==> src/source/video_gray_pkg.sv <==
package video_gray_pkg;

    // Bits per colour field of one RGB444 pixel
    localparam int RSIZE = 4;
    localparam int GSIZE = 4;
    localparam int BSIZE = 4;

    // One pixel packs red in the high bits, then green, then blue
    localparam int RGB_SIZE = RSIZE + GSIZE + BSIZE;

    // The gray value is the top nibble of the 12-bit weighted sum
    localparam int GRAY_SIZE = 4;

    // Pixels carried side by side in one beat
    // This is also the number of converter lanes
    localparam int PIXELS_PER_BEAT = 4;

    // Pixel i sits at bits RGB_SIZE*i and up
    localparam int BEAT_SIZE = RGB_SIZE * PIXELS_PER_BEAT;

    // Luminosity weights scaled by 256
    // Red is 0.21, green 0.72 and blue 0.07 of the luminance
    localparam logic [7:0] RW = 8'd53;
    localparam logic [7:0] GW = 8'd184;
    localparam logic [7:0] BW = 8'd18;

    // The weights add up to 255, so a full-scale pixel still fits in 12 bits
    // 15 * 255 = 3825, which keeps the sum below 4096

endpackage

==> src/source/video_data_pipeline.sv <==
`timescale 1ns/100ps

module video_data_pipeline
    import video_gray_pkg::*;
(
    input  logic                clk,
    input  logic                rst,
    input  logic                in_vld,
    output logic                in_rdy,
    input  logic [RGB_SIZE-1:0] in_data,
    output logic                out_vld,
    input  logic                out_rdy,
    output logic [RGB_SIZE-1:0] out_data
);

    // The stage can take a word when it is empty
    // It can also take one when the held word leaves in this same cycle
    assign in_rdy = !out_vld || out_rdy;

    // Valid bit of the single register slot
    always_ff @(posedge clk) begin
        if (rst) begin
            out_vld <= 1'b0;
        end else if (in_rdy) begin
            // A new word replaces the leaving one, or the slot goes empty
            out_vld <= in_vld;
        end
    end

    // The payload only moves on an accepted transfer
    // Otherwise the word stays put while the consumer stalls
    always_ff @(posedge clk) begin
        if (in_vld && in_rdy) begin
            out_data <= in_data;
        end
    end

endmodule

==> src/source/video_rgb2gray_gen.sv <==
`timescale 1ns/100ps

module video_rgb2gray_gen
    import video_gray_pkg::*;
(
    input  logic                clk,
    input  logic                rst,
    input  logic                rgb_in_vld,
    output logic                rgb_in_rdy,
    input  logic [RGB_SIZE-1:0] rgb_in,
    output logic                rgb_out_vld,
    input  logic                rgb_out_rdy,
    output logic [RGB_SIZE-1:0] rgb_out
);

    // Colour fields of the pixel held in stage 0
    logic [RSIZE-1:0]     s0_r;
    logic [GSIZE-1:0]     s0_g;
    logic [BSIZE-1:0]     s0_b;

    // Handshake and data between the two stages
    logic                 s0_vld;
    logic                 s0_rdy;
    logic [RGB_SIZE-1:0]  s0_data;

    // Weighted terms and their sum, all carried at full pixel width
    logic [RGB_SIZE-1:0]  r_term;
    logic [RGB_SIZE-1:0]  g_term;
    logic [RGB_SIZE-1:0]  b_term;
    logic [RGB_SIZE-1:0]  s0_sum;

    // Registered sum and the gray nibble taken from it
    logic [RGB_SIZE-1:0]  s1_sum;
    logic [GRAY_SIZE-1:0] gray;

    // Stage 0 registers the incoming pixel
    video_data_pipeline u_stage_0 (
        .clk      (clk),
        .rst      (rst),
        .in_vld   (rgb_in_vld),
        .in_rdy   (rgb_in_rdy),
        .in_data  (rgb_in),
        .out_vld  (s0_vld),
        .out_rdy  (s0_rdy),
        .out_data (s0_data)
    );

    assign {s0_r, s0_g, s0_b} = s0_data;

    // Each term is widened first so the products cannot wrap
    assign r_term = RGB_SIZE'(s0_r) * RGB_SIZE'(RW);
    assign g_term = RGB_SIZE'(s0_g) * RGB_SIZE'(GW);
    assign b_term = RGB_SIZE'(s0_b) * RGB_SIZE'(BW);
    assign s0_sum = r_term + g_term + b_term;

    // Stage 1 registers the weighted sum
    video_data_pipeline u_stage_1 (
        .clk      (clk),
        .rst      (rst),
        .in_vld   (s0_vld),
        .in_rdy   (s0_rdy),
        .in_data  (s0_sum),
        .out_vld  (rgb_out_vld),
        .out_rdy  (rgb_out_rdy),
        .out_data (s1_sum)
    );

    // Dividing by 256 keeps the top nibble of the sum
    assign gray = s1_sum[RGB_SIZE-1 -: GRAY_SIZE];

    // Gray goes out in the red, green and blue fields alike
    assign rgb_out = {gray, gray, gray};

endmodule

==> src/source/video_beat_fork.sv <==
`timescale 1ns/100ps

module video_beat_fork
    import video_gray_pkg::*;
(
    input  logic                       clk,
    input  logic                       rst,
    input  logic                       in_vld,
    output logic                       in_rdy,
    output logic [PIXELS_PER_BEAT-1:0] lane_in_vld,
    input  logic [PIXELS_PER_BEAT-1:0] lane_in_rdy
);

    // One flag per lane, set once that lane has taken its pixel of the current beat
    logic [PIXELS_PER_BEAT-1:0] done;

    // Lanes that take their pixel in this cycle
    logic [PIXELS_PER_BEAT-1:0] take;

    // A lane sees the beat only until it has accepted its pixel
    assign lane_in_vld = {PIXELS_PER_BEAT{in_vld}} & ~done;

    assign take = lane_in_vld & lane_in_rdy;

    // The beat is complete once each lane is either ready now or already served
    // This does not look at in_vld, so the upstream ready has no loop through valid
    assign in_rdy = &(lane_in_rdy | done);

    always_ff @(posedge clk) begin
        if (rst) begin
            done <= '0;
        end else if (in_vld && in_rdy) begin
            // The whole beat has gone out, so the next one starts clean
            done <= '0;
        end else begin
            // Remember early takers so they are not handed the same pixel twice
            done <= done | take;
        end
    end

endmodule

==> src/source/video_beat_join.sv <==
`timescale 1ns/100ps

module video_beat_join
    import video_gray_pkg::*;
(
    input  logic [PIXELS_PER_BEAT-1:0]               lane_out_vld,
    output logic [PIXELS_PER_BEAT-1:0]               lane_out_rdy,
    input  logic [PIXELS_PER_BEAT-1:0][RGB_SIZE-1:0] lane_out_data,
    output logic                                     out_vld,
    input  logic                                     out_rdy,
    output logic [BEAT_SIZE-1:0]                     out_data
);

    // An output beat exists only when every lane holds a result
    assign out_vld = &lane_out_vld;

    // All lanes are released together, so the four pixels leave as one beat
    // A lane that finished early keeps waiting for the slower ones
    assign lane_out_rdy = {PIXELS_PER_BEAT{out_vld && out_rdy}};

    // Lane i fills pixel slot i of the beat
    always_comb begin
        for (int i = 0; i < PIXELS_PER_BEAT; i++) begin
            out_data[RGB_SIZE*i +: RGB_SIZE] = lane_out_data[i];
        end
    end

endmodule

==> src/source/video_gray_path.sv <==
`timescale 1ns/100ps

module video_gray_path
    import video_gray_pkg::*;
(
    input  logic                 clk,
    input  logic                 rst,
    input  logic                 in_vld,
    output logic                 in_rdy,
    input  logic [BEAT_SIZE-1:0] in_data,
    output logic                 out_vld,
    input  logic                 out_rdy,
    output logic [BEAT_SIZE-1:0] out_data
);

    // Fork side of each lane
    logic [PIXELS_PER_BEAT-1:0]               lane_in_vld;
    logic [PIXELS_PER_BEAT-1:0]               lane_in_rdy;

    // Join side of each lane
    logic [PIXELS_PER_BEAT-1:0]               lane_out_vld;
    logic [PIXELS_PER_BEAT-1:0]               lane_out_rdy;
    logic [PIXELS_PER_BEAT-1:0][RGB_SIZE-1:0] lane_out_data;

    // Splits the input handshake across the lanes without adding latency
    video_beat_fork u_fork (
        .clk         (clk),
        .rst         (rst),
        .in_vld      (in_vld),
        .in_rdy      (in_rdy),
        .lane_in_vld (lane_in_vld),
        .lane_in_rdy (lane_in_rdy)
    );

    // One converter per pixel slot
    // The input slice is stable while the fork holds in_vld, so it goes straight in
    for (genvar i = 0; i < PIXELS_PER_BEAT; i++) begin : g_lane
        video_rgb2gray_gen u_conv (
            .clk         (clk),
            .rst         (rst),
            .rgb_in_vld  (lane_in_vld[i]),
            .rgb_in_rdy  (lane_in_rdy[i]),
            .rgb_in      (in_data[RGB_SIZE*i +: RGB_SIZE]),
            .rgb_out_vld (lane_out_vld[i]),
            .rgb_out_rdy (lane_out_rdy[i]),
            .rgb_out     (lane_out_data[i])
        );
    end

    // Collects the four gray pixels into one output beat
    video_beat_join u_join (
        .lane_out_vld  (lane_out_vld),
        .lane_out_rdy  (lane_out_rdy),
        .lane_out_data (lane_out_data),
        .out_vld       (out_vld),
        .out_rdy       (out_rdy),
        .out_data      (out_data)
    );

endmodule

==> config.mk <==
export PLATFORM = sky130hd
export DESIGN_NAME = video_gray_path
export DESIGN_NICKNAME = d
export VERILOG_FILES = /design/src/source/video_gray_pkg.sv /design/src/source/video_data_pipeline.sv /design/src/source/video_rgb2gray_gen.sv /design/src/source/video_beat_fork.sv /design/src/source/video_beat_join.sv /design/src/source/video_gray_path.sv
export SDC_FILE = /design/constraint.sdc
export NUM_CORES = 1
export LEC_CHECK = 0
export ABC_AREA = 1
export BUFFER_PORTS_ARGS = -buffer_cell sky130_fd_sc_hd__buf_2
export CELL_PAD_IN_SITES_DETAIL_PLACEMENT = 0
export CELL_PAD_IN_SITES_GLOBAL_PLACEMENT = 1
export CORE_ASPECT_RATIO = 1.75
export CORE_UTILIZATION = 45
export CTS_CLUSTER_SIZE = 8
export DETAILED_ROUTE_END_ITERATION = 16
export PLACE_DENSITY = 0.86
export SLEW_MARGIN = 15
export SYNTH_ARGS = -nofsm -noshare
export SYNTH_HDL_FRONTEND = slang
export SYNTH_HIERARCHICAL = 1
export SYNTH_SLANG_ARGS = --single-unit
==> constraint.sdc <==
create_clock -name clk -period 5.1 [get_ports clk]
set_clock_uncertainty 0.2 [all_clocks]
set_input_delay 1.53 -clock clk [delete_from_list [all_inputs] [get_ports clk]]
set_output_delay 1.53 -clock clk [all_outputs]
set_load 0.01 [all_outputs]
==> impl_metrics.csv <==
group,metric,value,unit
route,via_per_inst,4.58,
job,maxCapViolCount,0,
timing,timing.final.ws_setup,427,ps
route,wl_per_cell,11.8,µm
synthesis,synth_warnings,6,
timing,finalSetupTns,0,ps
grt,antenna_found_initial,0,
floorplan,start_util,0.460,
grt,use_met2,0.341,
clocking,cts_sinks,76,
floorplan,row_count,66,
timing,fmax,214,MHz
place,hpwl,12800,µm
floorplan,die_x,106,µm
critical_path,cp_slowest_cell,"fa_1",
clocking,clk_latency,330,ps
route,finalWirelength,14600,µm
route,first_pass_iters,4,
grt,grt_pass1_vias,5858,
critical_path,cp_slowest_stage_delay,520,ps
floorplan,coreArea,0.0187,mm²
grt,grt_pass1_wl,24800,µm
synthesis,synth_cells,959,
critical_path,path_class,"flip-flop to flip-flop",
clocking,path_clk_slew,60,ps
floorplan,die_y,185,µm
grt,track_usage,0.163,
clocking,cts-htree-levels,3,
clocking,holdBufCountCts,0,
route,postRouteAntennaNets,0,
timing,worst_slew_pin_slew,1050,ps
critical_path,critical_path.most_common_cell,"nand2_1",
clocking,cts_resized,0,
synthesis,synth_nets,1235,
finish,areaGrowthSynthToFinish,5.80,%
place,portBuffers,101,
grt,gr-total-overflow,0,
power,ir_drop,0.216,mV
power,power_density,503,mW/mm²
clocking,clockBufferDepth,2,
worst_hold_path,min_path_cells,2,
route,drc,0,
floorplan,die_area,0.0196,mm²
grt,grt_start_max_net_pins,14,
worst_hold_path,hold_path.class,"flip-flop to flip-flop",
timing,rsz0062_at_grt,"false",
floorplan,pin_count,102,
critical_path,cp_cell_sequence,"fa_1 -> fa_1 -> ha_1 -> or2_1 -> nand2_1 -> xor2_1 -> ha_1 -> ha_1 -> inv_1 -> fa_1 -> inv_1 -> ha_1 -> nand2_1 -> inv_1 -> a21oi_1 -> nand2_1 -> nand2_1 -> nand2_1",
place,dp_slack,387,ps
timing,period_needed,4670,ps
place,gp_congestion,0.799,
synthesis,avgSynthCellArea,8.95,µm²
critical_path,cp_max_fo,5,
timing,holdWs,307,ps
power,p_leak,0.00499,µW
critical_path,r2r_cells,18,
finish,layout-drive-gt1-share,0.157,
route,initialDrtViolationCount,106,
clocking,root_buffer,"clkbuf_16",
finish,fin_util,0.486,
timing,finalSetupViolCount,0,
grt,top_usage_layer,"met2",
clocking,cts_made_buffers,9,
finish,final_nets,1266,
timing,hold_violations,0,
synthesis,synthesis.area,0.00858,mm²
timing,drv_slew,0,
clocking,post_cts_buffers,0,
critical_path,arrival,4570,ps
critical_path,critPathRequiredTime,5000,ps
grt,grtUsageMet3,0.0230,
clocking,cts_tree,"yes",
timing,post-route-period-util,0.916,
finish,diodes,0,
critical_path,crit_path_end_kind,"flip-flop",
run_status,status,"finished, final reports clean",
route,vias,5644,
critical_path,critPathLaunchType,"flip-flop",
grt,grt_util_met1,0.151,
timing,max_slew_margin,0.298,
-- critical path: cells and delay by family (launching register included) --
kind | cells | cell delay, ps
compound gates | 1 | 190
flops | 1 | 460
simple gates | 6 | 610
buf+inv | 3 | 130
xor+xnor | 1 | 160
fa+ha+maj | 7 | 2680
-- layer usage --
metal	share of wire	wire [µm]
met4	0.021	308
met1	0.37	5370
met2	0.59	8620
met5	0	0
met3	0.021	301
-- power by group --
group / internal (µW) / switching, µW / total [µW]
sequential: 859 / 72.9 / 932
clock: 388 / 248 / 636
combinational: 1240 / 1760 / 3000
total: 2480 / 2080 / 4570
-- sequential cells by signal, summed over array words and instances (netlist names) --
register and flops:
g_lane.u_conv/u_stage_0/out_data 48, g_lane.u_conv/u_stage_0/out_vld 4, g_lane.u_conv/u_stage_1/out_data 16, g_lane.u_conv/u_stage_1/out_vld 4
u_fork/done 4
-- layout make-up --
type,count,area [µm²]
fill,1843,9580
multi-input combinational,585,4990
sequential,76,2160
inverter,215,807
timing repair buffer,103,520
tap,238,298
clock buffer,13,283
clock inverter,3,16.3
-- cells in the final DEF (no fill, tap or decap), drive strengths merged --
cell type / n
a21oi: 36
and3: 4
buf: 103
clkbuf: 13
clkinv: 2
dfxtp: 12
edfxtp: 64
fa: 64
ha: 160
inv: 216
nand2: 195
nand3: 33
nand3b: 12
nor2: 47
nor3: 5
nor4: 1
or2: 12
xor2: 16
-- metrics by stage --
stage | instances | power, µW | area [µm²]
after floorplan | 959 | 3600 | 8580
after global placement | 1217 | 3910 | 8780
after detailed placement | 1217 | 3990 | 8780
after CTS | 1233 | 4660 | 9070
after global routing | 1233 | 5180 | 9080
final | 1233 | 4570 | 9080
-- path summary, 6_finish.rpt --
path / from / end / slack [ps]
setup / recovery: g_lane[0].u_conv/u_stage_0/out_data[5]$_DFFE_PP_ / g_lane[0].u_conv/u_stage_1/out_data[10]$_DFFE_PP_ / 430
hold / removal: u_fork/done[1]$_SDFF_PP0_ / u_fork/done[1]$_SDFF_PP0_ / 310
setup reg to reg: g_lane[0].u_conv/u_stage_0/out_data[5]$_DFFE_PP_ / g_lane[0].u_conv/u_stage_1/out_data[10]$_DFFE_PP_ / 430
hold reg to reg: u_fork/done[1]$_SDFF_PP0_ / u_fork/done[1]$_SDFF_PP0_ / 310
Power figures use the tool's default switching activity.
